[config.mk]
export PLATFORM = sky130hd
export DESIGN_NAME = csum_engine_flat
export DESIGN_NICKNAME = d
export VERILOG_FILES = /design/src/rtl/eth_tx_pkg.sv /design/src/rtl/csum_cmd_if.sv /design/src/rtl/csum_engine.sv /design/src/flat_wrapper.sv
export SDC_FILE = /design/constraint.sdc
export NUM_CORES = 1
export LEC_CHECK = 0
export BUFFER_PORTS_ARGS = -buffer_cell sky130_fd_sc_hd__buf_2
export CORE_ASPECT_RATIO = 0.5
export CORE_UTILIZATION = 47
export DETAILED_ROUTE_END_ITERATION = 7
export GPL_TIMING_DRIVEN = 0
export HOLD_SLACK_MARGIN = 0.03
export PLACE_DENSITY = 0.79
export SLEW_MARGIN = 15
export SYNTH_ARGS = -nofsm -noshare
export SYNTH_HDL_FRONTEND = slang
export SYNTH_SLANG_ARGS = --single-unit
[constraint.sdc]
create_clock -name mm2s_clk -period 9.5 [get_ports mm2s_clk]
set_input_delay 0.475 -clock mm2s_clk [delete_from_list [all_inputs] [get_ports mm2s_clk]]
set_output_delay 0.475 -clock mm2s_clk [all_outputs]
set_load 0.1 [all_outputs]
[src/rtl/eth_tx_pkg.sv]
package eth_tx_pkg;

   // Stream geometry
   localparam int DATA_BYTES = 8;
   localparam int CTRL_WORDS = 6;

   // Flag nibble in bits 31:28 of control word 0
   localparam logic [3:0] CTRL_FLAG = 4'hA;

   // Buffering between engine and inserter
   localparam int FRAME_BEATS_MAX = 64;
   localparam int RESULT_DEPTH    = 4;

   // One data beat, lane 0 is the earliest byte
   typedef struct packed {
      logic [8*DATA_BYTES-1:0] data;
      logic [DATA_BYTES-1:0]   keep;
      logic                    last;
   } data_beat_t;

   // Decoded checksum command, one per frame
   typedef struct packed {
      logic        enable;
      logic [15:0] begin_off;
      logic [15:0] insert_off;
      logic [15:0] init;
   } csum_cmd_t;

   // Finished checksum waiting for its frame
   typedef struct packed {
      logic        enable;
      logic [15:0] insert_off;
      logic [15:0] csum;
   } csum_result_t;

endpackage

[src/rtl/csum_cmd_if.sv]
`timescale 1ns/1ns

// Decoded checksum command handed from the control decoder to the engine
interface csum_cmd_if;
   import eth_tx_pkg::*;

   logic      valid;
   logic      ready;
   csum_cmd_t data;

   // Decoder side
   modport source (
      output valid,
      output data,
      input  ready
   );

   // Engine side, ready doubles as the release of the command
   modport sink (
      input  valid,
      input  data,
      output ready
   );

endinterface

[src/rtl/csum_engine.sv]
`timescale 1ns/1ns

module csum_engine (
   input  logic                                mm2s_clk,
   input  logic                                rst,
   csum_cmd_if.sink                            cmd,
   input  logic [8*eth_tx_pkg::DATA_BYTES-1:0] txd_tdata,
   input  logic [eth_tx_pkg::DATA_BYTES-1:0]   txd_tkeep,
   input  logic                                txd_tlast,
   input  logic                                txd_tvalid,
   output logic                                txd_tready,
   output eth_tx_pkg::data_beat_t              beat_data,
   output logic                                beat_valid,
   input  logic                                beat_ready,
   output eth_tx_pkg::csum_result_t            res_data,
   output logic                                res_valid,
   input  logic                                res_ready
);
   import eth_tx_pkg::*;

   logic [$clog2(FRAME_BEATS_MAX)-1:0] beat_cnt;
   logic [15:0]                        beat_off;
   logic [DATA_BYTES-1:0]              byte_en;
   logic [31:0]                        beat_sum;
   logic [31:0]                        acc;
   logic [31:0]                        acc_next;
   logic [16:0]                        fold1;
   logic [15:0]                        fold2;
   logic                               accept;

   // Data flows only against a held command, with room for beat and result
   assign txd_tready = cmd.valid && beat_ready && res_ready;
   assign accept     = txd_tvalid && txd_tready;

   // Frame byte offset of lane 0
   assign beat_off = 16'(beat_cnt) * 16'(DATA_BYTES);

   always_comb begin
      beat_sum = '0;
      for (int i = 0; i < DATA_BYTES; i++) begin
         byte_en[i] = cmd.data.enable && txd_tkeep[i] &&
                      (beat_off + 16'(i) >= cmd.data.begin_off);
      end
      // Even lane is the high byte, excluded bytes read as zero
      for (int i = 0; i < DATA_BYTES; i += 2) begin
         beat_sum = beat_sum + {16'd0,
                                txd_tdata[8*i +: 8] & {8{byte_en[i]}},
                                txd_tdata[8*i+8 +: 8] & {8{byte_en[i+1]}}};
      end
   end

   // First beat seeds from the initial checksum
   assign acc_next = ((beat_cnt == '0) ? {16'd0, cmd.data.init} : acc) + beat_sum;

   // Two folds cover any sum of a 64-beat frame
   assign fold1 = {1'b0, acc_next[15:0]} + {1'b0, acc_next[31:16]};
   assign fold2 = fold1[15:0] + {15'd0, fold1[16]};

   always_ff @(posedge mm2s_clk) begin
      if (rst) begin
         beat_cnt <= '0;
      end else if (accept) begin
         beat_cnt <= txd_tlast ? '0 : beat_cnt + 1'b1;
      end
   end

   always_ff @(posedge mm2s_clk) begin
      if (accept) begin
         acc <= acc_next;
      end
   end

   assign beat_valid = accept;
   assign beat_data  = '{data: txd_tdata, keep: txd_tkeep, last: txd_tlast};

   // Result and command release share the last-beat edge
   assign res_valid = accept && txd_tlast;
   assign res_data  = '{enable: cmd.data.enable,
                        insert_off: cmd.data.insert_off,
                        csum: ~fold2};
   assign cmd.ready = accept && txd_tlast;

   // Checksum bytes must sit in one lane pair
   a_insert_even: assert property (@(posedge mm2s_clk) disable iff (rst)
      (cmd.valid && cmd.data.enable) |-> !cmd.data.insert_off[0]);

   // Frame must end before the beat counter wraps
   a_frame_len: assert property (@(posedge mm2s_clk) disable iff (rst)
      (accept && beat_cnt == FRAME_BEATS_MAX - 1) |-> txd_tlast);

endmodule

[src/flat_wrapper.sv]
// flat-port wrapper written by rule: the top's interface ports become plain ports
module csum_engine_flat import eth_tx_pkg::*;
  (mm2s_clk, rst, txd_tdata, txd_tkeep, txd_tlast, txd_tvalid, txd_tready, beat_data, beat_valid, beat_ready, res_data, res_valid, res_ready, cmd_valid, cmd_data, cmd_ready);
  csum_cmd_if cmd_i ();
  input  logic mm2s_clk;
  input  logic rst;
  input  logic [8*eth_tx_pkg::DATA_BYTES-1:0] txd_tdata;
  input  logic [eth_tx_pkg::DATA_BYTES-1:0] txd_tkeep;
  input  logic txd_tlast;
  input  logic txd_tvalid;
  output logic txd_tready;
  output eth_tx_pkg::data_beat_t beat_data;
  output logic beat_valid;
  input  logic beat_ready;
  output eth_tx_pkg::csum_result_t res_data;
  output logic res_valid;
  input  logic res_ready;
  input wire logic [$bits(cmd_i.valid)-1:0] cmd_valid;
  input wire logic [$bits(cmd_i.data)-1:0] cmd_data;
  output wire logic [$bits(cmd_i.ready)-1:0] cmd_ready;
  assign cmd_i.valid = cmd_valid;
  assign cmd_i.data = cmd_data;
  assign cmd_ready = cmd_i.ready;
  csum_engine u_core (.mm2s_clk(mm2s_clk), .rst(rst), .cmd(cmd_i), .txd_tdata(txd_tdata), .txd_tkeep(txd_tkeep), .txd_tlast(txd_tlast), .txd_tvalid(txd_tvalid), .txd_tready(txd_tready), .beat_data(beat_data), .beat_valid(beat_valid), .beat_ready(beat_ready), .res_data(res_data), .res_valid(res_valid), .res_ready(res_ready));
endmodule
==> impl_results.md <==
- Outcome: finished with violations
- Failing checks: setup timing
- Setup violations, final: 15
- Multi-input combinational cell area: 5515 um^2
- CTS Root Cell: clkbuf_16
- Comb pwr share: 54.0%
- Lkg Pwr: 4.955 nW
- Tcrit/Tclk final: 106.1%
- Synthesized cell area: 6633 um^2
- Design Area, Final: 9955 um^2
- DR iter-0 viols: 490
- WHS: roughly 550 ps
- Total GRT Usage: about 28%
- Tightest Hold Check Type: flop to flop
- Power density cells: 89.71 nW/um^2
- RePlAce Congestion: 0.8856
- CP Data Required Time: 9030 ps
- RSZ-0062 raised after global routing: true
- CP endpoint kind: output port
- Die ar.: 14620 um^2
- Post-synth cell types: between 60 and 70
- Syn Nets: 1030
- Peak Freq: 99.18 MHz
- Initial antenna violation count: 0
- First-pass GRT wire length: 32680 um
- Flop pwr share: 20.7%
- Clk pwr share: 25.3%
- CTS buffer count: 5
- Main synth FF type: edfxtp_1
- Commonest non-fill, non-tap cell in the layout: buf_2
- Overall routed net length: 21880 um
- GR Overflow Total: 0
- Port Buffers: 221
- Seq/Total Area, Yosys: 16.30%
- Worst-path fanout max: 4
- WL/cell: 16.83 um
- Worst path slowest cell: fa_1
- Placed instance count: between 1000 and 1500
- Delay-heaviest family, CP: compound AO/OA/AOI/OAI gates
- Cell Rows: 30
- Syn-to-layout area delta: 50.08%
- Total power: 0.8930 mW
- Number of synthesized register bits: 38
- Final Net Count: about 1300
- Sink Count: 38
- Area after DPL: 8369 um^2
- Core box area: 13660 um^2
- Share of layout cells above drive strength 1: between 40% and 50%
- R2r setup slk: 2730 ps
- Sw power: between 0.4 and 0.5 mW
- Via/cell ratio: between 5 and 6
- H-tree depth: 2
- Crit path buffers/inverters: 3
- Non-filler cells, final: 1300
- Max VDD drop: 89.26 uV
- Final core occ: 72.86%
- Vias in the first global route: 6771
- Relative slew slack: between 40% and 50%
- Residual DRC: 0
- Hold Fails Final Rpt: 0
- Clk pin slew, worst setup/hold paths: 70 ps
- TritonRoute pass-1 iters: 5
- Critical path data arrival time: 9610 ps
- Setup CP Type: flop to output port
- CTS tree: done
- Vias: 7052
- Die H: 86 um
- Register area: 1087 um^2
- Max Cap Viol: 0
- Number of fill cells: 970
- Most frequent cells in the layout: 206 x buf_2, 157 x buf_4, 92 x nand2_1, 60 x and2_1, 57 x inv_1
- Post-route antenna net violation count: 0
- Die X: 170 um
- Post-synth ARST share: 0%
- Minimum clock period after layout: between 10000 and 15000 ps
- Slowest stage delay, CP: 580 ps
- Place WS: -1413 ps
- Clock Path Buffers: 2
- Worst Max-Slew Pin Slew: slightly above 800 ps
- Clk_lat worst skew: between 200 and 300 ps
- Largest net degree at the start of global routing: 24
- Slew Viols, Final: 0
- Initial Util: 48.54%
- Internal power: between 0.4 and 0.5 mW
- Cells after Synth: 803
- Crit-path most repeated cell: a21o_1
- Setup TNS: -5564 ps
- CTS Hold Bufs: 0
- EDFF count, synth: 32
- CP Launch Type: flop
- Ys Warns: 0
- Syn_area_per_cell: 8.260 um^2
- Final worst slack: -582.4 ps
- Clock Skew: 7.668 ps
- Antenna Cells: 0
- Top Ports: about 240
- Sw frac: 46.30%
- Detail Placement HPWL: between 15000 and 20000 um
worst min-delay path, stage by stage (launching register included):
cell and delay (ps):
dfxtp_2 370, xnor2_1 80, nor2_1 70
sequential cells by signal, summed over array words and instances, names as in the netlist:
name             cells
u_core.acc          32
u_core.beat_cnt      6
cell usage after synthesis, types with 5 or more instances:
cell type / count / area, um^2
nand2_1: 96 / 360.4
buf_4: 91 / 683.2
ha_1: 65 / 813.3
and2_1: 64 / 400.4
inv_1: 64 / 240.2
a21oi_1: 41 / 205.2
nor2_1: 36 / 135.1
xnor2_1: 36 / 315.3
fa_1: 34 / 680.7
edfxtp_1: 32 / 960.9
o21ai_0: 26 / 130.1
xor2_1: 21 / 183.9
nand3_1: 19 / 95.09
a21o_1: 18 / 135.1
and3_1: 17 / 106.4
clkbuf_1: 11 / 41.29
nor3_1: 11 / 55.05
a31oi_1: 7 / 43.79
nand2b_1: 7 / 43.79
o21bai_1: 7 / 52.55
dfxtp_1: 6 / 120.1
nor2b_1: 6 / 37.54
mux2i_1: 5 / 50.05
nor4_1: 5 / 31.28
or3_1: 5 / 31.28
power by group through the flow:
| stage | registers, mW | logic, mW | clock network (mW) |
|---|---|---|---|
| after global routing | 0.185 | 0.503 | 0.230 |
| after floorplan | 0.188 | 0.347 | 0 |
| final | 0.185 | 0.482 | 0.226 |
| after CTS | 0.185 | 0.463 | 0.225 |
| after detailed placement | 0.188 | 0.424 | 0 |
| after global placement | 0.189 | 0.418 | 0 |
kinds of logic after synthesis:
kind of cell               count (synthesis)  share of synthesized area [%]
buffers and inverters                    168                          14.70
and+or+nand+nor                          288                          22.56
DFF                                       38                          16.30
muxes                                      5                         0.7546
xor gates and xnor gates                  58                          7.772
adders and majority gates                 99                          22.52
AOI/OAI and AO/OA                        147                          15.39
worst paths after layout:
kind,start,endpoint,cells past startpoint
worst max-delay path,u_core.beat_cnt[2]$_SDFFE_PP0P_,res_data[15],46
worst min-delay path,u_core.beat_cnt[3]$_SDFFE_PP0P_,u_core.beat_cnt[3]$_SDFFE_PP0P_,2
worst max register to register,u_core.beat_cnt[2]$_SDFFE_PP0P_,u_core.acc[30]$_DFFE_PP_,31
worst min register to register,u_core.beat_cnt[3]$_SDFFE_PP0P_,u_core.beat_cnt[3]$_SDFFE_PP0P_,2
what timing repair did:
action                                  in CTS  in global routing
hold endpoints to repair                     0                  0
gates resized for setup                    136                 49
buffers inserted                            48                 27
endpoints found under the setup margin      16                 16
pin swaps                                   76                 35
area by class of cell:
type / count / area share (%)
repair buffers: 297 / 19.44
inverters: 64 / 2.413
clock buffers: 5 / 1.257
multi-input cells: 597 / 55.40
well taps: 192 / 2.413
flip-flops and latches: 38 / 10.92
clock inverters: 3 / 0.6913
plain buffers: 104 / 7.453
layer usage:
metal	share of wire (%)	routed length (um)	vias up	global-route usage (%)
met5	0	0	-	0
met4	3.6	798	0	9.500
met3	7.0	1542	74	2.861
met2	50	10860	347	51.34
met1	40	8685	3349	35.38
li1	-	-	3282	-
Power figures use the tool's default switching activity.
