[src/rtl/stream_fifo.sv]
`timescale 1ns/1ns

module stream_fifo #(
   parameter type payload_t = logic,
   parameter int  DEPTH     = 4
) (
   input  logic     mm2s_clk,
   input  logic     rst,
   input  payload_t in_data,
   input  logic     in_valid,
   output logic     in_ready,
   output payload_t out_data,
   output logic     out_valid,
   input  logic     out_ready
);

   payload_t                     mem [DEPTH];
   logic [$clog2(DEPTH)-1:0]     wr_ptr;
   logic [$clog2(DEPTH)-1:0]     rd_ptr;
   logic [$clog2(DEPTH+1)-1:0]   count;
   logic                         wr_en;
   logic                         rd_en;

   assign in_ready  = (int'(count) != DEPTH);
   assign out_valid = (count != '0);
   assign out_data  = mem[rd_ptr];
   assign wr_en     = in_valid && in_ready;
   assign rd_en     = out_valid && out_ready;

   always_ff @(posedge mm2s_clk) begin
      if (wr_en) begin
         mem[wr_ptr] <= in_data;
      end
   end

   always_ff @(posedge mm2s_clk) begin
      if (rst) begin
         wr_ptr <= '0;
         rd_ptr <= '0;
         count  <= '0;
      end else begin
         // Pointers wrap explicitly so DEPTH need not be a power of two
         if (wr_en) begin
            wr_ptr <= (int'(wr_ptr) == DEPTH - 1) ? '0 : wr_ptr + 1'b1;
         end
         if (rd_en) begin
            rd_ptr <= (int'(rd_ptr) == DEPTH - 1) ? '0 : rd_ptr + 1'b1;
         end
         case ({wr_en, rd_en})
            2'b10:   count <= count + 1'b1;
            2'b01:   count <= count - 1'b1;
            default: count <= count;
         endcase
      end
   end

   // Writers here push only into free space
   a_no_overflow: assert property (@(posedge mm2s_clk) disable iff (rst)
      in_valid |-> in_ready);

   // Equal pointers mean empty or full
   a_ptr_count: assert property (@(posedge mm2s_clk) disable iff (rst)
      (wr_ptr == rd_ptr) |-> (count == '0 || int'(count) == DEPTH));

endmodule

[config.mk]
export PLATFORM = sky130hd
export DESIGN_NAME = stream_fifo
export DESIGN_NICKNAME = d
export VERILOG_FILES = /design/src/rtl/stream_fifo.sv
export SDC_FILE = /design/constraint.sdc
export NUM_CORES = 1
export LEC_CHECK = 0
export BUFFER_PORTS_ARGS = -buffer_cell sky130_fd_sc_hd__clkbuf_2
export CAP_MARGIN = 20
export CORE_AREA = 5 5 42 44
export DETAILED_ROUTE_END_ITERATION = 16
export DIE_AREA = 0 0 47 49
export HOLD_SLACK_MARGIN = 0.08
export PLACE_DENSITY = 0.77
export SETUP_SLACK_MARGIN = 0.02
export SLEW_MARGIN = 20
export SYNTH_ARGS = -nofsm -noshare
export SYNTH_HDL_FRONTEND = slang
export SYNTH_SLANG_ARGS = --single-unit
export TNS_END_PERCENT = 30
[constraint.sdc]
create_clock -name mm2s_clk -period 4.4 [get_ports mm2s_clk]
set_input_delay 0 -clock mm2s_clk [delete_from_list [all_inputs] [get_ports mm2s_clk]]
set_output_delay 0 -clock mm2s_clk [all_outputs]
set_load 0.01 [all_outputs]
==> metrics.md, run 1 <==
| Metric | Value |
|---|---|
| H-tree levels | 1 |
| Worst Path Max Fanout | 7 |
| Syn nets | 70 |
| Placer Congestion | 0.7989 |
| Min-delay src | out_ready |
| First-pass GRT wire length | 1400 um |
| Length of the first detailed-routing pass in iterations | 4 |
| Antenna violations before repair | 0 |
| FF+latch count, synth | 13 |
| Leading post-synthesis cells by cell area | dfxtp_1 28%, edfxtp_1 19%, ha_1 12%, and3_2 4.7%, inv_1 4.1% |
| Post-Syn Area | 640.6 um2 |
| Share of layout cells above drive strength 1 | 27.14% |
| Drt via density | 4.779 |
| Setup crit end kind | flop |
| Net Switching | 132.5 uW |
| Max-slew violations | 0 |
| Most instantiated cells after synthesis | 9 x dfxtp_1, 7 x inv_1, 6 x ha_1 |
| Synth Warn # | 0 |
| Post-route ant nets | 0 |
| Final period utilization | 55.94% |
| Clock transition at the registers of the reported paths | 0.07 ns |
| Via count | 411 |
| R2r startpoint | count[2] |
| Setup bufs post-CTS | 0 |
| DRT iter0 DRCs | 7 |
| CP Launch Point | count[2] |
| Skew final | 0.001306 ns |
| Crit start category | flop |
| Part of the power in the clock network | 17.6% |
| Largest net degree at the start of global routing | 10 |
| Worst IR Drop VDD | 0.0002969 V |
| LEAKAGE | 0.3325 nW |
| Maximum capacitance violations | 0 |
| Grt total ovfl | 0 |
| Total I/O pin count | 8 |
| Average wire per standard cell | 10.37 um |
| Worst-margin pin slew | 0.5405 ns |
| FMAX | 406.3 MHz |
| RSZ-0062 raised after global routing | false |
| Total power | 392.8 uW |
| Initial core utilization | 45.71% |
| Crit Path Category | flop to flop |
| Setup violators final | 0 |
| Row Count | 14 |
| Final #Nets | 83 |
| Cts bufs inserted | 3 |
| Placed Area | 686.9 um2 |
| Sink Count | 13 |
| GRT met2 Usage | 13.35% |
| Root buffer cell | clkbuf_4 |
| Synth area leader | dfxtp_1 |
| PD cells | 528.6 mW/mm2 |
| Min Tclk post-route | 2.461 ns |
| Cell with the most instances after synthesis | dfxtp_1 |
| Number of synthesized flops with an enable pin | 4 |
| Synthesized instance count | 58 |
| Synth cell types | 24 |
| DRC violations left | 0 |
| Worst-Skew Late Latency | 0.26 ns |
| Die area | 0.002303 mm2 |
| Drt total wl | 892 um |
| Critical Path AT | 2.66 ns |
| Combinational Power Share | 38.1% |
| Setup_tns | 0 ns |
| Register share of total power | 44.3% |
| Sequential area share after synthesis | 46.88% |
| CP required | 4.60 ns |
| HPWL Detailed | 718.7 um |
| Die width | 47 um |
| Top_reg_cell synth | dfxtp_1 |
| TritonCTS clock tree | yes |
| Hold Crit Class | input pin to flop |
| Gr busiest metal | met2 |
| GRT Total Usage | 8.683% |
| Final hold vios | 0 |
| P&R area growth vs syn | 16.02% |
| Vias in the first global route | 365 |
| PortBufs | 7 |
| Syn Area/Cell | 11.05 um2 |
| Core region area | 0.001401 mm2 |
| Met3 usage | 5.535% |
| Die height | 49 um |
| Slew HR | 63.66% |
| # diodes | 0 |
| Synth top area share | 28.13% |
| Internal power | 260.4 uW |
| Switching Fraction | 33.72% |
| FFs w/ async S/R, synth | 0% |
| CTS max path bufs | 2 |
| Met1 usage | 9.545% |
| Status | completed |
| Fin area | 743.2 um2 |
cell families (layout without fill, tap and decap cells):
logic type               count (synthesis)  in the layout  synth area share (%)
AO/OA/AOI/OAI                            6              6                 6.249
XOR/XNOR                                 2              2                 2.735
adder cells (fa/ha/maj)                  7              7                 14.84
buffers and inverters                    9             21                 5.468
flip-flops                              13             13                 46.88
multiplexers                             3              3                 6.641
AND/OR/NAND/NOR                         18             18                 17.19
critical path, stage by stage, from the launching register on:
cell and delay (ns):
dfxtp_1 0.37, or3b_1 0.44, and2_4 0.21, inv_1 0.05, ha_1 0.17, inv_1 0.06, fa_1 0.37, xor2_1 0.16
or3_2 0.41, a21oi_1 0.15
layout make-up:
| cell class | instances | area [um2] |
|---|---|---|
| multi-input combinational | 36 | 305.3 |
| fill | 134 | 658.1 |
| timing repair buffer | 10 | 65.06 |
| tap | 16 | 20.02 |
| inverter | 7 | 26.28 |
| sequential | 13 | 300.3 |
| clock buffer | 4 | 26.28 |
metal layers:
| layer | routed length [um] | vias up | share of wire [%] |
|---|---|---|---|
| met5 | 0 | - | 0 |
| met4 | 9 | 0 | 1.0 |
| met3 | 26 | 2 | 2.9 |
| met2 | 434 | 3 | 49 |
| met1 | 421 | 182 | 47 |
| li1 | - | 224 | - |
cells in the final DEF (no fill, tap or decap):
master	netlist	final
a21oi_1	3	3
and2_4	1	1
and3_2	4	4
clkbuf_1	1	1
clkbuf_2	1	7
clkbuf_4	0	3
dfxtp_1	9	9
dlygate4sd3_1	0	3
edfxtp_1	4	4
fa_1	1	1
ha_1	6	6
inv_1	7	7
mux2i_1	2	2
mux4_2	1	1
nand2_1	1	1
nand2b_1	2	2
nand3_1	1	1
nor2_1	4	4
nor3_1	1	1
o21ai_0	1	1
o31ai_1	1	1
o31ai_2	1	1
or3_1	1	1
or3_2	2	2
or3b_1	1	1
xor2_1	2	2
power by group through the flow:
| stage | registers [mW] | logic, mW | clock network, mW |
|---|---|---|---|
| final | 0.174 | 0.150 | 0.0692 |
| after global routing | 0.177 | 0.169 | 0.0822 |
| after CTS | 0.174 | 0.152 | 0.0725 |
| after detailed placement | 0.176 | 0.149 | 0 |
| after global placement | 0.176 | 0.146 | 0 |
| after floorplan | 0.171 | 0.115 | 0 |
per-stage QoR:
step                hold slack (ns)  setup WS [ns]  utilization [%]  instances
floorplan                   0.09887          2.024                -         58
global placement             0.2224          2.009            49.02         79
detailed placement           0.2305          1.970            49.02         79
CTS                          0.1563          1.949            53.04         86
global route                 0.1552          1.830            53.04         86
finish                       0.1565          1.939            53.04         86
path summary, 6_finish.rpt:
kind,end,slack (ns),depth (start not counted)
setup / recovery,count[2],1.94,9
hold / removal,rd_ptr[0],0.16,4
setup reg to reg,count[2],1.94,9
hold reg to reg,rd_ptr[0],0.50,2
timing repair:
item | 4_1_cts | 5_1_grt
resized for setup | 0 | 0
hold buffers | 3 | 0
endpoints found under the hold margin | 12 | 0
No activity file was read; power rests on OpenSTA's default activity.
==> run 2: changes to the inputs <==
clock period = 2.45 ns   (was 4.4 ns; I/O delays follow)
==> metrics.md, run 2 (synthesized netlist as in run 1, its figures left out) <==
| Metric | Value |
|---|---|
| Status | completed |
| TritonCTS clock tree | yes |
| Share of layout cells above drive strength 1 | 36.99% |
| Root buffer cell | clkbuf_4 |
| PD cells | 961.1 mW/mm2 |
| Buf/Inv on CP | 2 |
| P&R area growth vs syn | 20.90% |
| Grt total ovfl | 0 |
| Maximum capacitance violations | 0 |
| Slew HR | 86.99% |
| Post-route ant nets | 0 |
| Met1 WL | 416 um |
| Core region area | 0.001401 mm2 |
| Antenna violations before repair | 0 |
| Commonest non-fill, non-tap cells in the layout | 7 x inv_1, 7 x clkbuf_2, 6 x dfxtp_1, 5 x ha_1 |
| R2R setup slack | 0.1 ns |
| Final period utilization | 95.94% |
| Worst IR Drop VDD | 0.0004678 V |
| Length of the first detailed-routing pass in iterations | 3 |
| Vias in the first global route | 393 |
| Final hold vios | 0 |
| Final #Nets | 86 |
| Crit start category | flop |
| Crit Path Category | flop to flop |
| LEAKAGE | 0.3482 nW |
| Die area | 0.002303 mm2 |
| Setup WS pre-CTS | 0.06640 ns |
| Worst Hold Margin | 0.1852 ns |
| GRT Total Usage | 9.943% |
| Initial core utilization | 45.71% |
| Sink Count | 13 |
| Die height | 49 um |
| H-tree levels | 1 |
| Worst-path cell chain | or3b_4 > and2_4 > inv_1 > ha_2 > inv_1 > fa_1 > xor2_1 > or3_2 > a21oi_1 |
| Placer Congestion | 0.7561 |
| Metal2 WL | 490 um |
| Fillers | 127 |
| DRT iter0 DRCs | 7 |
| Worst Path Max Fanout | 5 |
| Total I/O pin count | 8 |
| # diodes | 0 |
| CP required | 2.65 ns |
| Setup crit end kind | flop |
| Clock transition at the registers of the reported paths | 0.07 ns |
| Min Tclk post-route | 2.351 ns |
| Max stage delay on crit path | 0.40 ns |
| First-pass GRT wire length | 1628 um |
| Top sig layer | met4 |
| Largest net degree at the start of global routing | 10 |
| HPWL Detailed | 744.5 um |
| CP dominant cell by count | inv_1 |
| CTS max path bufs | 2 |
| Crit-path slowest cell | or3b_4 |
| Worst-margin pin slew | 0.1936 ns |
| Delay-heaviest family, CP | simple AND/OR/NAND/NOR gates |
| PortBufs | 7 |
| Total power | 744.4 uW |
| Setup_tns | 0 ns |
| Critical Path AT | 2.55 ns |
| Row Count | 14 |
| Worst-Skew Late Latency | 0.27 ns |
| Via count | 431 |
| FMAX | 425.4 MHz |
| Met3 WL | 57 um |
| Average wire per standard cell | 10.98 um |
| Drt total wl | 977 um |
| Cts bufs inserted | 3 |
| DRC violations left | 0 |
| Hold Crit Class | input pin to flop |
| Die width | 47 um |
| Max-slew violations | 0 |
| Skew final | 0.0005871 ns |
| Setup slack after layout | 0.09939 ns |
| Setup violators final | 0 |
| Drt via density | 4.843 |
-- run 2: timing repair --
action | 4_1_cts | 5_1_grt
gates resized for setup | 0 | 5
endpoints found under the setup margin | 0 | 1
hold endpoints to repair | 12 | 0
setup buffers | 0 | 1
hold buffers | 3 | 0
-- run 2: cell type report --
| type | instances | area, um2 | share of cell area [%] |
|---|---|---|---|
| Clock buffer | 4 | 26.28 | 3.393 |
| Inverter | 7 | 26.28 | 3.393 |
| Multi-Input combinational cell | 36 | 310.3 | 40.06 |
| Sequential cell | 13 | 304.0 | 39.26 |
| Tap cell | 16 | 20.02 | 2.585 |
| Timing Repair Buffer | 13 | 87.58 | 11.31 |
-- run 2: final timing paths --
| path | start | to | depth (start not counted) |
|---|---|---|---|
| setup reg to reg | count[1] | count[2] | 9 |
| hold reg to reg | count[2] | count[2] | 2 |
| hold / removal | out_ready | rd_ptr[0] | 5 |
| setup / recovery | count[1] | count[2] | 9 |
-- run 2: through the flow --
stage                     util [%]  std cells  cell area [um2]
after floorplan                  -         58            640.6
after global placement       50.09         81            701.9
after detailed placement     50.09         81            701.9
after CTS                    54.11         88            758.2
after global routing         55.27         89            774.5
final                        55.27         89            774.5
-- run 2: worst register-to-register path, stage by stage, from the launching register on --
cell	delay [ns]
dfxtp_2	0.34
or3b_4	0.40
and2_4	0.18
inv_1	0.05
ha_2	0.18
inv_1	0.05
fa_1	0.37
xor2_1	0.15
or3_2	0.40
a21oi_1	0.15
-- run 2: where the power goes --
part | internal [mW] | switching (mW)
clock network | 0.0630 | 0.0647
logic | 0.158 | 0.142
registers | 0.278 | 0.0398
-- run 2: routing by layer --
layer | vias to the layer above | global-route usage [%]
li1 | 228 | -
met1 | 195 | 11.29
met2 | 6 | 14.93
met3 | 2 | 5.535
met4 | 0 | 4.147
met5 | - | 0
