$ cat src/rtl/eth_tx_pkg.sv
package eth_tx_pkg;

   // Stream geometry
   localparam int DATA_BYTES = 8;
   localparam int CTRL_WORDS = 6;

   // Flag nibble in bits 31:28 of control word 0
   localparam logic [3:0] CTRL_FLAG = 4'hA;

   // Buffering between engine and inserter
   localparam int FRAME_BEATS_MAX = 64;
   localparam int RESULT_DEPTH    = 4;

   // One data beat, lane 0 is the earliest byte
   typedef struct packed {
      logic [8*DATA_BYTES-1:0] data;
      logic [DATA_BYTES-1:0]   keep;
      logic                    last;
   } data_beat_t;

   // Decoded checksum command, one per frame
   typedef struct packed {
      logic        enable;
      logic [15:0] begin_off;
      logic [15:0] insert_off;
      logic [15:0] init;
   } csum_cmd_t;

   // Finished checksum waiting for its frame
   typedef struct packed {
      logic        enable;
      logic [15:0] insert_off;
      logic [15:0] csum;
   } csum_result_t;

endpackage

$ cat src/rtl/csum_cmd_if.sv
`timescale 1ns/1ns

// Decoded checksum command handed from the control decoder to the engine
interface csum_cmd_if;
   import eth_tx_pkg::*;

   logic      valid;
   logic      ready;
   csum_cmd_t data;

   // Decoder side
   modport source (
      output valid,
      output data,
      input  ready
   );

   // Engine side, ready doubles as the release of the command
   modport sink (
      input  valid,
      input  data,
      output ready
   );

endinterface

$ cat src/rtl/txc_decode.sv
`timescale 1ns/1ns

module txc_decode (
   input  logic        mm2s_clk,
   input  logic        rst,
   input  logic [31:0] txc_tdata,
   input  logic [3:0]  txc_tkeep,
   input  logic        txc_tlast,
   input  logic        txc_tvalid,
   output logic        txc_tready,
   csum_cmd_if.source  cmd
);
   import eth_tx_pkg::*;

   logic [$clog2(CTRL_WORDS)-1:0] word_cnt;
   logic                          word_fire;

   // Stall the control stream while a command waits for the engine
   assign txc_tready = !cmd.valid;
   assign word_fire  = txc_tvalid && txc_tready;

   always_ff @(posedge mm2s_clk) begin
      if (rst) begin
         word_cnt  <= '0;
         cmd.valid <= 1'b0;
      end else begin
         if (word_fire) begin
            if (txc_tlast) begin
               word_cnt <= '0;
            end else begin
               word_cnt <= word_cnt + 1'b1;
            end
         end

         // Command complete after the final word
         if (word_fire && word_cnt == CTRL_WORDS - 1) begin
            cmd.valid <= 1'b1;
         end else if (cmd.valid && cmd.ready) begin
            cmd.valid <= 1'b0;
         end
      end
   end

   // Field capture, words 0, 4 and 5 carry nothing here
   always_ff @(posedge mm2s_clk) begin
      if (word_fire) begin
         case (word_cnt)
            1: begin
               cmd.data.enable <= txc_tdata[0];
            end
            2: begin
               cmd.data.begin_off  <= txc_tdata[31:16];
               cmd.data.insert_off <= txc_tdata[15:0];
            end
            3: begin
               cmd.data.init <= txc_tdata[15:0];
            end
            default: begin
            end
         endcase
      end
   end

   // Word 0 must carry the flag nibble with all lanes kept
   a_ctrl_flag: assert property (@(posedge mm2s_clk) disable iff (rst)
      (word_fire && word_cnt == 0) |->
         (txc_tdata[31:28] == CTRL_FLAG && txc_tkeep == 4'hF));

   // Upstream framing: last on word 5 and nowhere else
   a_ctrl_last: assert property (@(posedge mm2s_clk) disable iff (rst)
      word_fire |-> (txc_tlast == (word_cnt == CTRL_WORDS - 1)));

endmodule
$ cat src/flat_wrapper.sv
// flat-port wrapper written by rule: the top's interface ports become plain ports
module txc_decode_flat import eth_tx_pkg::*;
  (mm2s_clk, rst, txc_tdata, txc_tkeep, txc_tlast, txc_tvalid, txc_tready, cmd_valid, cmd_data, cmd_ready);
  csum_cmd_if cmd_i ();
  input  logic mm2s_clk;
  input  logic rst;
  input  logic [31:0] txc_tdata;
  input  logic [3:0] txc_tkeep;
  input  logic txc_tlast;
  input  logic txc_tvalid;
  output logic txc_tready;
  output wire logic [$bits(cmd_i.valid)-1:0] cmd_valid;
  output wire logic [$bits(cmd_i.data)-1:0] cmd_data;
  input wire logic [$bits(cmd_i.ready)-1:0] cmd_ready;
  assign cmd_valid = cmd_i.valid;
  assign cmd_data = cmd_i.data;
  assign cmd_i.ready = cmd_ready;
  txc_decode u_core (.mm2s_clk(mm2s_clk), .rst(rst), .txc_tdata(txc_tdata), .txc_tkeep(txc_tkeep), .txc_tlast(txc_tlast), .txc_tvalid(txc_tvalid), .txc_tready(txc_tready), .cmd(cmd_i));
endmodule
$ cat config.mk
export PLATFORM = sky130hd
export DESIGN_NAME = txc_decode_flat
export DESIGN_NICKNAME = d
export VERILOG_FILES = /design/src/rtl/eth_tx_pkg.sv /design/src/rtl/csum_cmd_if.sv /design/src/rtl/txc_decode.sv /design/src/flat_wrapper.sv
export SDC_FILE = /design/constraint.sdc
export NUM_CORES = 1
export LEC_CHECK = 0
export BUFFER_PORTS_ARGS = -buffer_cell sky130_fd_sc_hd__buf_2
export CORE_ASPECT_RATIO = 0.75
export CORE_MARGIN = 5
export CORE_UTILIZATION = 35
export DETAILED_ROUTE_END_ITERATION = 7
export PLACE_DENSITY = 0.72
export SYNTH_ARGS = -nofsm -noshare
export SYNTH_HDL_FRONTEND = slang
export SYNTH_SLANG_ARGS = --single-unit
$ cat constraint.sdc
create_clock -name mm2s_clk -period 2.4 [get_ports mm2s_clk]
set_input_delay 0.24 -clock mm2s_clk [delete_from_list [all_inputs] [get_ports mm2s_clk]]
set_output_delay 0.24 -clock mm2s_clk [all_outputs]
set_load 0.01 [all_outputs]
==> impl_metrics.py, run 1 <==
metrics = {
    "power_and_ir_drop": {
        "power.density_nw_per_um2": 660.7,
        "peakVddDrop_uv": 367.2,
        "leakage_nw": 0.9698,
    },
    "critical_path": {
        "cp.arrival_ps": 1530,
        "r2r-start": "u_core.word_cnt[0]",
        "critPathRequiredTime_ps": 2420,
        "r2r_slack_ps": 890,
        "critPathLaunchType": "register",
        "cp-end-kind": "register",
        "critPathLaunch": "u_core.word_cnt[0]",
        "path_class": "register to register",
        "path_max_fanout": 10,
    },
    "final_layout": {
        "final_area_um2": 2356,
        "antennaDiodeCount": 0,
        "nFillCells": 417,
        "area_growth_pct": 36.05,
        "fin_nets": 219,
        "drive_gt1_share_pct": 56.57,
    },
    "route": {
        "antenna_left": 0,
        "wl_per_cell_um": 14.38,
        "via_count": 1041,
        "vias_per_cell": 4.430,
        "wirelength_um": 3380,
        "drt-initial-drc-count": 25,
        "drt_pass1_iterations": 4,
        "drc": 0,
    },
    "timing": {
        "finClkSkew_ps": 3.712,
        "min_period_ps": 1515,
        "holdWs_ps": 111.3,
        "rsz0062_at_grt": "false",
        "fmax_mhz": 660.2,
        "finalSetupViolCount": 0,
        "fin_ws_ps": 885.3,
        "tns_ps": 0,
        "fin_crit_sh_pct": 63.11,
        "maxSlewHeadroom_pct": 75.79,
        "hold_viol_final": 0,
        "tightest_slew_ps": 363.2,
        "finalMaxSlewViolations": 0,
    },
    "yosys": {
        "synth_area_leaders": "edfxtp_1, dfxtp_1, ha_1",
        "synth_seq_cells": 53,
        "synth_largest_area_cell": "edfxtp_1",
        "avgSynthCellArea_um2": 22.20,
        "yosysWarnings": 0,
        "syn_area_um2": 1732,
        "syn-instance-count": 78,
        "ys_seq_area_share_pct": 89.60,
        "syn_nets": 123,
        "synth_cell_type_count": 12,
        "synth_top_area_share_pct": 84.97,
    },
    "clocking": {
        "cts-root-buf": "clkbuf_8",
        "hold_buffers": 0,
        "cts_buffers": 5,
        "cts_resized": 0,
        "cts_tree": "built",
        "clk_pin_slew_ps": 90,
        "cts_setup_buffers": 0,
        "clock_latency_ps": 300,
        "cts_sinks": 53,
        "clockBufferDepth": 2,
        "cts.htree.levels": 2,
    },
    "global_route": {
        "grt_pass1_wl_um": 5250,
        "antenna_found_initial": 0,
        "grt_max_degree": 19,
        "grt-ovfl-total": 0,
        "grt_pass1_vias": 1051,
        "grt_usage_pct": 10.58,
    },
    "placement": {
        "place_area_um2": 2266,
        "post-place-ws_ps": 884.0,
        "place.gp.congestion": 0.6465,
        "hpwl_um": 2602,
        "io_buffers": 87,
    },
    "floorplan": {
        "die_h_um": 70.92,
        "die_w_um": 91.22,
        "core_um2": 4845,
        "die-area_um2": 6469,
        "io_pins": 92,
        "initial_utilization_pct": 35.74,
        "rows": 22,
    },
    "hold_path": {
        "hp-start": "txc_tdata[24]",
        "hold_path_class": "input port to register",
    },
    "run": {
        "max_cap_violations": 0,
    },
    "outcome": {
        "status": "complete, no violations",
    },
}
==> report_power, final <==
part	total, W	switching (W)	internal, W
clock network	0.000485	0.000277	0.000207
logic	0.0000551	0.0000255	0.0000296
registers	0.00102	0.00000286	0.00101
==> logic make-up after synthesis <==
group,share of synthesized area [%]
fa+ha+maj,2.890
simple gates,3.758
buf+inv,1.517
compound gates,0.5059
mux,1.734
flops,89.60
==> critical path: stages (launching register included) <==
cell and delay, ps:
dfxtp_1 420, ha_1 170, ha_1 120, and2_1 340, buf_12 190
==> per-stage QoR <==
stage          util, %  total power [W]  instances
3_3_place_gp     46.77         0.001091        227
3_5_place_dp     46.77         0.001094        227
6_report         48.63         0.001557        235
2_1_floorplan        -         0.001054         78
5_1_grt          48.63         0.001621        235
4_1_cts          48.63         0.001584        235
==> synth_stat cells <==
| library cell | n |
|---|---|
| nor2b_4 | 1 |
| nor2b_1 | 1 |
| mux2i_1 | 3 |
| and3_1 | 2 |
| and2_1 | 1 |
| a41oi_1 | 1 |
| edfxtp_1 | 49 |
| inv_1 | 4 |
| nor2_1 | 7 |
| dfxtp_1 | 4 |
| ha_1 | 4 |
| buf_6 | 1 |
==> area by class of cell <==
| class | instances | area, um^2 | share of cell area (%) |
|---|---|---|---|
| flip-flops and latches | 53 | 1551 | 65.85 |
| repair buffers | 90 | 470.5 | 19.97 |
| multi-input cells | 20 | 153.9 | 6.532 |
| well taps | 60 | 75.07 | 3.186 |
| clock buffers | 5 | 68.82 | 2.921 |
| clock inverters | 3 | 21.27 | 0.9028 |
| inverters | 4 | 15.01 | 0.6373 |
==> per-layer routing <==
metal  vias to the layer above  track usage [%]  wire length [um]
met5                         -                0                 0
met4                         0            3.420                24
met3                         3            4.782               417
met2                        71            16.16              1467
met1                       482            13.55              1471
li1                        485                -                 -
==> flip-flops by register name (all words and copies together), names as in the netlist <==
name and count:
u_core.cmd.data 49, u_core.word_cnt 3, u_core.cmd.valid 1
==> worst paths after layout <==
check / to / depth (start not counted)
worst max-delay path: u_core.cmd.data[13] / 4
worst min-delay path: u_core.cmd.data[40] / 1
worst max register to register: u_core.cmd.data[13] / 4
worst min register to register: u_core.word_cnt[2] / 2
==> cells in the final DEF (no fill, tap or decap) <==
master / synthesis / routed
buf_2: 0 / 87
edfxtp_1: 49 / 49
nor2_1: 7 / 7
clkbuf_8: 0 / 5
inv_1: 4 / 4
ha_1: 4 / 4
dfxtp_1: 4 / 4
mux2i_1: 3 / 3
and3_1: 2 / 2
buf_4: 0 / 2
nor2b_4: 1 / 1
and2_1: 1 / 1
nor2b_1: 1 / 1
a41oi_1: 1 / 1
inv_6: 0 / 1
clkinvlp_4: 0 / 1
clkinv_2: 0 / 1
buf_12: 0 / 1
Note: power is estimated with default switching activity, not from simulation.
==> run 2: changes to the inputs <==
Settings changed: ABC_AREA from default to 1.
Clock period 2.4 ns to 1.4 ns, I/O delays scaled along.
==> run 2 against run 1 <==
Combinational power is 130% higher; die area is 0.19% lower; clock power is 71% higher; worst hold slack worse by 97 ps; sequential power is 71% higher; highest routed layer unchanged; power is 73% higher; cell area is 7.9% higher.
==> impl_metrics.py, run 2 <==
metrics = {
    "yosys": {
        "synth_common_cells": "edfxtp_1, nand2_1, inv_1",
        "synth_area_leaders": "edfxtp_1, dfxtp_1, ha_1",
        "synth.most_common_cell": "edfxtp_1",
        "syn_nets": 133,
        "synthFlopType": "edfxtp_1",
        "synth_edf_count": 49,
        "avgSynthCellArea_um2": 19.64,
        "ys_seq_area_share_pct": 89.79,
        "yosysWarnings": 0,
        "syn-instance-count": 88,
        "synth_seq_cells": 53,
        "synth_top_area_share_pct": 85.16,
        "syn_area_um2": 1728,
        "synthArstFlopShare_pct": 0,
        "synth_largest_area_cell": "edfxtp_1",
        "synth_cell_type_count": 10,
    },
    "critical_path": {
        "cp_slowest_cell": "dfxtp_2",
        "critPathLaunchType": "register",
        "cp-end-kind": "register",
        "cp.buffers_inverters": 2,
        "path_max_fanout": 6,
        "path_class": "register to register",
        "critPathRequiredTime_ps": 1420,
        "crit_top_cell": "ha_1",
        "cp_cell_sequence": "ha_1, ha_1, inv_1, nor2_4, buf_4",
        "max_stage_delay_ps": 390,
        "cp.arrival_ps": 1320,
        "cp_top_family": "flip-flops",
    },
    "final_layout": {
        "final_area_um2": 2542,
        "top_register": "u_core.cmd.data",
        "nFillCells": 397,
        "area_growth_pct": 47.14,
        "drive_gt1_share_pct": 54.23,
        "instances_no_fill": 261,
        "fin_nets": 245,
        "antennaDiodeCount": 0,
        "final_common_cell": "buf_2",
        "top_regs": "u_core.cmd.data: 49 flops, u_core.word_cnt: 3 flops, u_core.cmd.valid: 1 flops",
        "final_cell_mix": "buf_2, edfxtp_1, dlygate4sd3_1",
        "largest_register_ff_count": 49,
    },
    "floorplan": {
        "rows": 22,
        "die-area_um2": 6457,
        "die_h_um": 70.85,
        "core_um2": 4845,
        "initial_utilization_pct": 35.67,
        "io_pins": 92,
        "die_w_um": 91.13,
    },
    "global_route": {
        "grt_pass1_vias": 1075,
        "grt-ovfl-total": 0,
        "antenna_found_initial": 0,
        "grt_usage_pct": 10.72,
        "grt_max_degree": 22,
        "grt_pass1_wl_um": 5313,
    },
    "timing": {
        "fin_ws_ps": 93.09,
        "min_period_ps": 1307,
        "finalMaxSlewViolations": 0,
        "rsz0062_at_grt": "false",
        "tns_ps": 0,
        "finClkSkew_ps": 2.745,
        "finalSetupViolCount": 0,
        "fmax_mhz": 765.2,
        "tightest_slew_ps": 165.9,
        "fin_crit_sh_pct": 93.35,
        "hold_viol_final": 0,
        "maxSlewHeadroom_pct": 88.92,
    },
    "run": {
        "max_cap_violations": 0,
    },
    "clocking": {
        "cts.htree.levels": 2,
        "clock_latency_ps": 300,
        "clk_pin_slew_ps": 90,
        "cts_tree": "built",
        "cts-root-buf": "clkbuf_8",
        "cts_sinks": 53,
        "clockBufferDepth": 2,
        "cts_buffers": 5,
    },
    "route": {
        "drt-initial-drc-count": 26,
        "vias_per_cell": 4.414,
        "drc": 0,
        "antenna_left": 0,
        "wirelength_um": 3868,
        "wl_per_cell_um": 14.82,
        "drt_pass1_iterations": 4,
        "via_count": 1152,
    },
    "hold_path": {
        "hold_path_class": "input port to register",
    },
    "placement": {
        "post-place-ws_ps": 87.13,
        "hpwl_um": 2703,
        "io_buffers": 87,
        "placed_cells": 240,
        "place.gp.congestion": 0.7708,
        "place_area_um2": 2326,
    },
    "power_and_ir_drop": {
        "peakVddDrop_uv": 573.0,
        "power.density_nw_per_um2": 1062,
        "leakage_nw": 1.033,
    },
    "outcome": {
        "status": "complete, no violations",
    },
}
## run 2: changes by cell type after synthesis, sizes merged
cell   previous run  this run
a21oi             0         4
a41oi             1         0
and2              1         0
and3              2         0
buf               1         0
inv               4         8
mux2i             3         0
nand2             0        12
nor2b             2         0
## run 2: final timing paths
path / startpoint / end / slack (ps) / cells after the start
setup / recovery: u_core.word_cnt[0] / u_core.cmd.data[8] / 90 / 5
hold / removal: txc_tdata[21] / u_core.cmd.data[37] / 10 / 1
setup reg to reg: u_core.word_cnt[0] / u_core.cmd.data[8] / 90 / 5
hold reg to reg: u_core.word_cnt[2] / u_core.word_cnt[2] / 480 / 2
## run 2: through the flow
| stage | hold slack, ps | utilization, % | power [W] |
|---|---|---|---|
| final | 14.62 | 52.48 | 0.002699 |
| after global routing | -0.7074 | 52.48 | 0.002815 |
| after CTS | 0.1504 | 50.00 | 0.002715 |
| after detailed placement | 318.7 | 48.01 | 0.001879 |
| after global placement | 316.5 | 48.01 | 0.001873 |
| after floorplan | 201.7 | - | 0.001806 |
## run 2: worst reg2reg max path, stage by stage, from the launching register on
cell,delay [ps]
dfxtp_2,390
ha_1,160
ha_1,130
inv_1,60
nor2_4,120
buf_4,170
## run 2: cells by family after synthesis
family,count (synthesis),synth area share (%)
fa+ha+maj,4,2.897
compound gates,4,1.159
simple gates,19,4.417
flops,53,89.79
buf+inv,8,1.738
## run 2: area by class of cell
cell class                 instances  area, um^2  share of cell area [%]
sequential                        53        1554                   61.12
inverter                           8       30.03                   1.181
clock buffer                       6       72.57                   2.854
multi-input combinational         27       181.4                   7.136
timing repair buffer             105       615.6                   24.21
tap                               60       75.07                   2.953
clock inverter                     2       13.76                  0.5413
## run 2: timing repair
item / CTS / global route
gates resized for setup: 0 / 0
buffers inserted: 0 / 0
hold buffers: 1 / 12
endpoints found under the hold margin: 1 / 12
## run 2: report_power, final
part,internal (W),leakage (nW),switching (W)
sequential,0.00174,0.474,0.00000536
combinational,0.0000744,0.513,0.0000541
clock,0.000357,0.0456,0.000471
## run 2: per-layer routing
layer  global-route usage [%]  wire length (um)  share of wire, %  vias up
met3                    5.526               518                13        5
met5                        0                 0                 0        -
met2                    17.28              1818                47       67
li1                         -                 -                 -      538
met4                    3.909                40               1.0        0
met1                    12.28              1490                39      542
