==> src/rtl/eth_tx_pkg.sv <==
package eth_tx_pkg;

   // Stream geometry
   localparam int DATA_BYTES = 8;
   localparam int CTRL_WORDS = 6;

   // Flag nibble in bits 31:28 of control word 0
   localparam logic [3:0] CTRL_FLAG = 4'hA;

   // Buffering between engine and inserter
   localparam int FRAME_BEATS_MAX = 64;
   localparam int RESULT_DEPTH    = 4;

   // One data beat, lane 0 is the earliest byte
   typedef struct packed {
      logic [8*DATA_BYTES-1:0] data;
      logic [DATA_BYTES-1:0]   keep;
      logic                    last;
   } data_beat_t;

   // Decoded checksum command, one per frame
   typedef struct packed {
      logic        enable;
      logic [15:0] begin_off;
      logic [15:0] insert_off;
      logic [15:0] init;
   } csum_cmd_t;

   // Finished checksum waiting for its frame
   typedef struct packed {
      logic        enable;
      logic [15:0] insert_off;
      logic [15:0] csum;
   } csum_result_t;

endpackage

==> src/rtl/csum_insert.sv <==
`timescale 1ns/1ns

module csum_insert (
   input  logic                                mm2s_clk,
   input  logic                                rst,
   input  eth_tx_pkg::csum_result_t            res_data,
   input  logic                                res_valid,
   output logic                                res_ready,
   input  eth_tx_pkg::data_beat_t              beat_data,
   input  logic                                beat_valid,
   output logic                                beat_ready,
   output logic [8*eth_tx_pkg::DATA_BYTES-1:0] tx_tdata,
   output logic [eth_tx_pkg::DATA_BYTES-1:0]   tx_tkeep,
   output logic                                tx_tlast,
   output logic                                tx_tvalid,
   input  logic                                tx_tready
);
   import eth_tx_pkg::*;

   logic [$clog2(FRAME_BEATS_MAX)-1:0] beat_cnt;
   logic [$clog2(DATA_BYTES)-1:0]      ins_lane;
   logic                               ins_hit;
   logic                               take;
   logic                               out_load;
   logic                               skid_load;
   logic                               skid_valid;
   data_beat_t                         patched;
   data_beat_t                         out_beat;
   data_beat_t                         skid_beat;

   // Frame beats move only once their checksum is known
   assign beat_ready = res_valid && !skid_valid;
   assign take       = beat_valid && beat_ready;
   assign res_ready  = take && beat_data.last;

   assign out_load  = !tx_tvalid || tx_tready;
   assign skid_load = take && !out_load;

   // Beat index and lane of the insert offset
   assign ins_lane = res_data.insert_off[$clog2(DATA_BYTES)-1:0];
   assign ins_hit  = res_data.enable &&
                     (16'(beat_cnt) == (res_data.insert_off >> $clog2(DATA_BYTES)));

   always_comb begin
      patched = beat_data;
      for (int i = 0; i < DATA_BYTES; i += 2) begin
         if (ins_hit && int'(ins_lane) == i) begin
            patched.data[8*i +: 8]   = res_data.csum[15:8];
            patched.data[8*i+8 +: 8] = res_data.csum[7:0];
         end
      end
   end

   always_ff @(posedge mm2s_clk) begin
      if (rst) begin
         beat_cnt   <= '0;
         tx_tvalid  <= 1'b0;
         skid_valid <= 1'b0;
      end else begin
         if (take) begin
            beat_cnt <= beat_data.last ? '0 : beat_cnt + 1'b1;
         end
         if (out_load) begin
            tx_tvalid  <= skid_valid || take;
            skid_valid <= 1'b0;
         end else if (take) begin
            skid_valid <= 1'b1;
         end
      end
   end

   // Skid beat drains first so order is kept
   always_ff @(posedge mm2s_clk) begin
      if (out_load) begin
         out_beat <= skid_valid ? skid_beat : patched;
      end
      if (skid_load) begin
         skid_beat <= patched;
      end
   end

   assign tx_tdata = out_beat.data;
   assign tx_tkeep = out_beat.keep;
   assign tx_tlast = out_beat.last;

   // Checksum position must fall inside its frame
   a_insert_in_frame: assert property (@(posedge mm2s_clk) disable iff (rst)
      (res_valid && res_ready && res_data.enable) |->
         (16'(beat_cnt) >= (res_data.insert_off >> $clog2(DATA_BYTES))));

endmodule

==> config.mk <==
export PLATFORM = sky130hd
export DESIGN_NAME = csum_insert
export DESIGN_NICKNAME = d
export VERILOG_FILES = /design/src/rtl/eth_tx_pkg.sv /design/src/rtl/csum_insert.sv
export SDC_FILE = /design/constraint.sdc
export NUM_CORES = 1
export LEC_CHECK = 0
export ABC_AREA = 1
export BUFFER_PORTS_ARGS = -buffer_cell sky130_fd_sc_hd__buf_4
export CAP_MARGIN = 5
export CORE_AREA = 2 2 121 123
export DETAILED_ROUTE_END_ITERATION = 10
export DIE_AREA = 0 0 123 125
export PLACE_DENSITY = 0.8
export SLEW_MARGIN = 15
export SYNTH_ARGS = -nofsm -noshare
export SYNTH_HDL_FRONTEND = slang
export SYNTH_SLANG_ARGS = --single-unit
==> constraint.sdc <==
create_clock -name mm2s_clk -period 7.45 [get_ports mm2s_clk]
set_input_delay 1.49 -clock mm2s_clk [delete_from_list [all_inputs] [get_ports mm2s_clk]]
set_output_delay 1.49 -clock mm2s_clk [all_outputs]
set_load 0.01 [all_outputs]
==> parameters.txt, run 1 <==
Parameter                              Value

Status
  Status    finished, final reports clean

Route
  Router iterations before antenna repair    5
  Detailed Route WL    approximately 19,000 um
  Ratio of routed vias to standard cells    between 5 and 6
  Average wire length per cell after detail routing    approximately 16 um
  Post-route antenna net violation count    0
  Initial DRC count    between 600 and 700
  Total number of vias    slightly below 6,000
  Number of remaining DRC errors    0

Cells and area
  Number of nets in the finished design    1,073
  Final core utilization    0.671
  Layout cells sized above 1    0.249
  Number of antenna diodes    0
  Final Instance Area    ~0.0095 mm^2
  Area delta synth->final    27.3%
  Number of filler cells placed in the layout    between 1,000 and 1,500

Clocking
  Master cell of the clock root buffer    sky130_fd_sc_hd__clkbuf_16
  Post-CTS Setup Inserts    0
  TritonCTS clock tree    built
  Num CTS Buffers    17
  Number of hold buffers added after CTS    0
  CTS max path bufs    2
  Number of sinks handled by clock tree synthesis    154
  Clock transition time at the flip-flop clock pins of the worst setup and hold paths    ~0.06 ns
  PostCTS Resize Cnt    0
  Depth of the CTS H-tree    4
  Skew-Pair Late Insertion Delay    approximately 0.42 ns

Critical path
  Nature of the critical path endpoint    primary output
  Capturing instance or port of the critical path    res_ready
  Biggest cell delay along the critical path    0.16 ns
  Number of buffers and inverters on the critical path    3
  Slowest CP cell    sky130_fd_sc_hd__nand2_2
  Critical path origin    res_valid
  Setup slack of the most critical reg-to-reg path    4.98 ns
  Endpoint of the lowest-slack register-to-register path    skid_beat[68]$_DFFE_PP_
  Startpoint of the worst-slack reg-to-reg timing path    tx_tvalid$_SDFFE_PP0P_
  CP max FO    9
  Worst EP required    about 6.0 ns
  Sequence of cells on the critical path    buf_4 > inv_1 > nor2_1 > nand2_2 > nor2_1 > buf_4
  Element type at the critical path start    input port
  Top delay family on crit path    simple AND/OR/NAND/NOR gates
  Crit path kind    in -> out
  WP data arrival    about 2.2 ns
  Path depth of the worst reg2reg path    3
  Critical path depth in cells    6

Yosys
  Most used flip-flop cell after synthesis    sky130_fd_sc_hd__edfxtp_1
  Synth top area cells    sky130_fd_sc_hd__edfxtp_1 (59%), sky130_fd_sc_hd__nand2_1 (13%), sky130_fd_sc_hd__nand3_1 (8.7%), sky130_fd_sc_hd__and2_1 (5.4%), sky130_fd_sc_hd__inv_1 (5.0%)
  Register area share after synthesis    0.607
  Net count after synthesis    between 800 and 900
  Library cell with the largest summed area after synthesis    sky130_fd_sc_hd__edfxtp_1
  Post-synthesis cell area    around 0.0075 mm^2
  Register bit count reported by yosys    154
  Cell with the most instances after synthesis    sky130_fd_sc_hd__nand2_1
  Area share of the largest cell type after synthesis    0.586
  EDFF count, synth    between 100 and 150
  Async set-or-reset flop fraction in the synthesized netlist    0
  Unique cell type count in the Yosys netlist    26
  Number of standard cells after synthesis    about 780
  Count of warnings emitted by yosys    0
  Mean cell area of the mapped netlist    approximately 9.6 um^2
  Most numerous cell types in the synthesized netlist    sky130_fd_sc_hd__nand2_1 (252), sky130_fd_sc_hd__edfxtp_1 (146), sky130_fd_sc_hd__nand3_1 (130)

Floorplan
  Die W    approximately 120 um
  Die area    approximately 0.015 mm^2
  FP Rows    between 40 and 50
  Die height    between 100 and 150 um
  Placeable core area    0.0142 mm^2
  Initial core utilization    0.527
  Ports    between 150 and 200

Global route
  Vias in the first global route    around 5,700
  Total congestion overflow after global routing    0
  Overall track demand over capacity in global routing    0.251
  Pin count of the biggest net entering global routing    77
  Antenna violations before repair    0
  First-pass GRT wire length    between 20,000 and 30,000 um

Pwr
  Reported leakage power    0.00440 uW
  Largest vdd supply drop    about 0.15 mV
  Total power per unit cell area    ~220 mW/mm^2

Placed design
  Post-detailed-placement cell area    0.00894 mm^2
  Routability cong.    between 0.7 and 0.8
  Post-DP HPWL    ~12,000 um
  Port-buffer cells    between 150 and 200

Timing
  Setup repair after global routing missed its margin    false
  Maximum clock frequency    around 270 MHz
  Final number of hold-violating endpoints    0
  Total Neg Setup Slack    0 ns
  Max-Slew Margin vs Limit    0.189
  Portion of the clock cycle consumed by the worst path in the final layout    0.494
  Final setup fails    0
  Slew of the pin with the lowest slew margin    about 1.2 ns
  Final Max Slew Viols    0
  Minimum period implied by the final worst setup slack    3.68 ns
  Largest clock skew in the final design    0.00663 ns

Worst hold path
  Worst Hold Class    reg -> reg

Job
  Maxcap violations    0
worst min-delay path by stage:
stage / start / endpoint / depth (start not counted) / slack (ns)
after CTS: skid_beat[62]$_DFFE_PP_ / tx_tdata[53]$_DFFE_PP_ / 2 / 0.52
after global placement: skid_beat[6]$_DFFE_PP_ / tx_tkeep[5]$_DFFE_PP_ / 2 / 0.50
after floorplan: beat_cnt[0]$_SDFFE_PP0P_ / beat_cnt[0]$_SDFFE_PP0P_ / 2 / 0.48
after global routing: skid_beat[57]$_DFFE_PP_ / tx_tdata[48]$_DFFE_PP_ / 2 / 0.54
after detailed placement: skid_beat[3]$_DFFE_PP_ / tx_tkeep[2]$_DFFE_PP_ / 2 / 0.50
final: skid_beat[58]$_DFFE_PP_ / tx_tdata[49]$_DFFE_PP_ / 2 / 0.52
state kept, by name, summed over array words and instances (netlist names):
register	count
tx_tkeep	8
skid_beat	73
skid_valid	1
tx_tdata	64
beat_cnt	6
tx_tlast	1
tx_tvalid	1
cells in the final DEF (no fill, tap or decap), drive strengths merged:
cell,instances
clkbuf,18
ha,1
nor3,8
inv,105
bufinv,3
clkinvlp,4
dfxtp,8
edfxtp,146
a211oi,1
buf,192
and2,64
nor3b,3
nor2,19
or2,1
nand2,254
nand3,134
a21oi,3
o21ai,3
clkinv,7
tightest hold or removal path, delay by kind of cell (launching register included):
family           cells  cell delay (ns)
flip-flops           1             0.32
AND/OR/NAND/NOR      2             0.10
logic make-up (layout without fill, tap and decap cells):
family,Yosys count,count (layout),share of synthesized area
simple gates,483,483,0.303
fa+ha+maj,1,1,0.00167
compound gates,7,7,0.00502
buf+inv,136,329,0.0830
flops,154,154,0.607
layer usage:
metal | GRT usage | vias up | routed length [um]
li1 | - | 2895 | -
met1 | 0.330 | 2723 | 7540
met2 | 0.383 | 291 | 8900
met3 | 0.0780 | 47 | 1730
met4 | 0.108 | 0 | 622
met5 | 0 | - | 0
where the power goes:
part | total [uW] | switching [uW] | internal, uW
Clock | 860 | 339 | 521
Sequential | 996 | 11.1 | 985
Combinational | 203 | 103 | 99.4
Total | 2060 | 454 | 1610
layout make-up:
type | count | area (um^2) | share of cell area
Sequential cell | 154 | 4550 | 0.477
Clock buffer | 18 | 429 | 0.0450
Timing Repair Buffer | 192 | 1440 | 0.151
Multi-Input combinational cell | 491 | 2330 | 0.245
Inverter | 105 | 394 | 0.0414
Clock inverter | 14 | 155 | 0.0163
Tap cell | 184 | 230 | 0.0242
stage by stage:
step	hold slack, ns	setup WS, ns	instances	power, uW
2_1_floorplan	0.483	0.491	781	1100
3_3_place_gp	0.499	3.72	1126	1210
3_5_place_dp	0.505	3.70	1126	1220
4_1_cts	0.519	3.76	1158	2070
5_1_grt	0.535	3.67	1158	2120
6_report	0.519	3.77	1158	2060
Power figures use the tool's default switching activity.
==> run 2, diff against run 1 <==
- clock period: 7.45 -> 3.5 ns (I/O delays scaled with it)
==> run 2 against run 1 <==
Clock power is 100% higher; final cell count grew 0.43%; combinational power up 110%; power increased by 110%; non-clock buffer count up 5; sequential share of layout area is 0.14 points lower; via count unchanged; setup slack worse by 2.4 ns; sequential power rose by 110%; wire length up 0.62%; highest routed layer unchanged; core utilization is 0.19 points higher; count of clock-buffer cells in the layout rose by 3.
==> parameters.txt, run 2 (synthesized netlist as in run 1, its figures left out) <==
Parameter                              Value

Global route
  Total congestion overflow after global routing    0
  Overall track demand over capacity in global routing    0.252
  First-pass GRT wire length    around 29,000 um
  Antenna violations before repair    0
  Vias in the first global route    between 5,000 and 6,000
  Pin count of the biggest net entering global routing    76

Clocking
  Master cell of the clock root buffer    sky130_fd_sc_hd__clkbuf_16
  Number of hold buffers added after CTS    0
  Clock transition time at the flip-flop clock pins of the worst setup and hold paths    roughly 0.060 ns
  Number of sinks handled by clock tree synthesis    about 150
  Post-CTS Setup Inserts    0
  CTS max path bufs    2
  TritonCTS clock tree    built
  Skew-Pair Late Insertion Delay    between 0.4 and 0.5 ns
  Depth of the CTS H-tree    4
  PostCTS Resize Cnt    0
  Num CTS Buffers    17

Route
  Initial DRC count    around 660
  Ratio of routed vias to standard cells    5.12
  Detailed Route WL    18,900 um
  Total number of vias    5,956
  Number of remaining DRC errors    0
  Average wire length per cell after detail routing    about 16 um
  Post-route antenna net violation count    0
  Router iterations before antenna repair    5

Critical path
  CP max FO    9
  Slowest CP cell    sky130_fd_sc_hd__nand2_2
  Path depth of the worst reg2reg path    9
  Endpoint of the lowest-slack register-to-register path    skid_beat[27]$_DFFE_PP_
  Number of buffers and inverters on the critical path    3
  Element type at the critical path start    input port
  Startpoint of the worst-slack reg-to-reg timing path    beat_cnt[0]$_SDFFE_PP0P_
  Biggest cell delay along the critical path    approximately 0.17 ns
  WP data arrival    1.40 ns
  Top delay family on crit path    simple AND/OR/NAND/NOR gates
  Setup slack of the most critical reg-to-reg path    1.41 ns
  Capturing instance or port of the critical path    res_ready
  Nature of the critical path endpoint    primary output
  Worst EP required    around 2.8 ns
  Critical path origin    res_valid
  Critical path depth in cells    6
  Sequence of cells on the critical path    buf_4 > inv_1 > nor2_1 > nand2_2 > nor2_1 > buf_4
  Crit path kind    in -> out

Timing
  Portion of the clock cycle consumed by the worst path in the final layout    0.599
  Final setup fails    0
  Maximum clock frequency    approximately 480 MHz
  Total Neg Setup Slack    0 ns
  Minimum period implied by the final worst setup slack    between 2 and 2.5 ns
  Slew of the pin with the lowest slew margin    0.837 ns
  Largest clock skew in the final design    slightly above 0.008 ns
  Max-Slew Margin vs Limit    0.442
  Setup repair after global routing missed its margin    false
  Final number of hold-violating endpoints    0
  Final Max Slew Viols    0

Worst hold path
  Worst Hold Class    in -> reg

Placed design
  Port-buffer cells    186
  Routability cong.    about 0.80
  Post-DP HPWL    12,800 um
  Post-detailed-placement cell area    around 0.0090 mm^2

Cells and area
  Area delta synth->final    27.7%
  Number of nets in the finished design    between 1,000 and 1,500
  Final core utilization    0.673
  Top library cells by usage in the layout, fill and taps aside    sky130_fd_sc_hd__nand2_1 (251), sky130_fd_sc_hd__buf_4 (196), sky130_fd_sc_hd__edfxtp_1 (146)
  Area taken by flip-flops and latches    around 0.0045 mm^2
  Final Instance Area    approximately 0.0096 mm^2
  Number of antenna diodes    0
  Top register by number of flip-flops    skid_beat
  Number of filler cells placed in the layout    1,132
  Leading cell type in the layout, fill and taps excluded    sky130_fd_sc_hd__nand2_1
  Area of the multi-input gates    0.00233 mm^2
  Flip-flop count of the largest register after layout    73
  Layout cells sized above 1    0.253

Floorplan
  Ports    approximately 190
  Die height    125 um
  Die W    123 um
  Die area    between 0.015 and 0.02 mm^2
  Initial core utilization    0.527
  Placeable core area    approximately 0.014 mm^2
  FP Rows    44

Status
  Status    finished, final reports clean

Pwr
  Largest vdd supply drop    0.349 mV
  Reported leakage power    approximately 0.0044 uW
  Total power per unit cell area    452 mW/mm^2

Job
  Maxcap violations    0
==> run 2: layer usage <==
layer,track usage,up-vias,part of all wire
li1,-,2903,-
met1,0.333,2738,0.41
met2,0.395,284,0.48
met3,0.0589,31,0.082
met4,0.114,0,0.025
met5,0,-,0
==> run 2: how the worst min path moves through the flow <==
stage / start / endpoint / depth (start not counted)
2_1_floorplan: beat_cnt[0]$_SDFFE_PP0P_ / beat_cnt[0]$_SDFFE_PP0P_ / 2
3_3_place_gp: skid_beat[11]$_DFFE_PP_ / tx_tdata[2]$_DFFE_PP_ / 2
3_5_place_dp: skid_beat[2]$_DFFE_PP_ / tx_tkeep[1]$_DFFE_PP_ / 2
4_1_cts: rst / tx_tvalid$_SDFFE_PP0P_ / 2
5_1_grt: rst / tx_tvalid$_SDFFE_PP0P_ / 2
6_report: rst / skid_valid$_SDFFE_PP0P_ / 2
==> run 2: cell type report <==
cell class / instances / share of cell area
clock buffer: 21 / 0.0461
clock inverter: 11 / 0.0127
inverter: 105 / 0.0413
multi-input combinational: 491 / 0.244
sequential: 154 / 0.476
tap: 184 / 0.0241
timing repair buffer: 197 / 0.156
==> run 2: report_power, final <==
part           internal (uW)  switching, uW  total, uW
logic                    213            218        431
clock network           1050            716       1760
registers               2100           25.6       2120
total                   3360            959       4310
==> run 2: per-stage QoR <==
| step | std cells | worst slack (ns) | hold WS, ns | total power, uW |
|---|---|---|---|---|
| floorplan | 781 | 0.196 | 0.484 | 2340 |
| global placement | 1131 | 1.06 | 0.497 | 2580 |
| detailed placement | 1131 | 1.02 | 0.502 | 2590 |
| CTS | 1163 | 1.40 | 0.428 | 4330 |
| global route | 1163 | 1.27 | 0.441 | 4460 |
| finish | 1163 | 1.40 | 0.449 | 4310 |
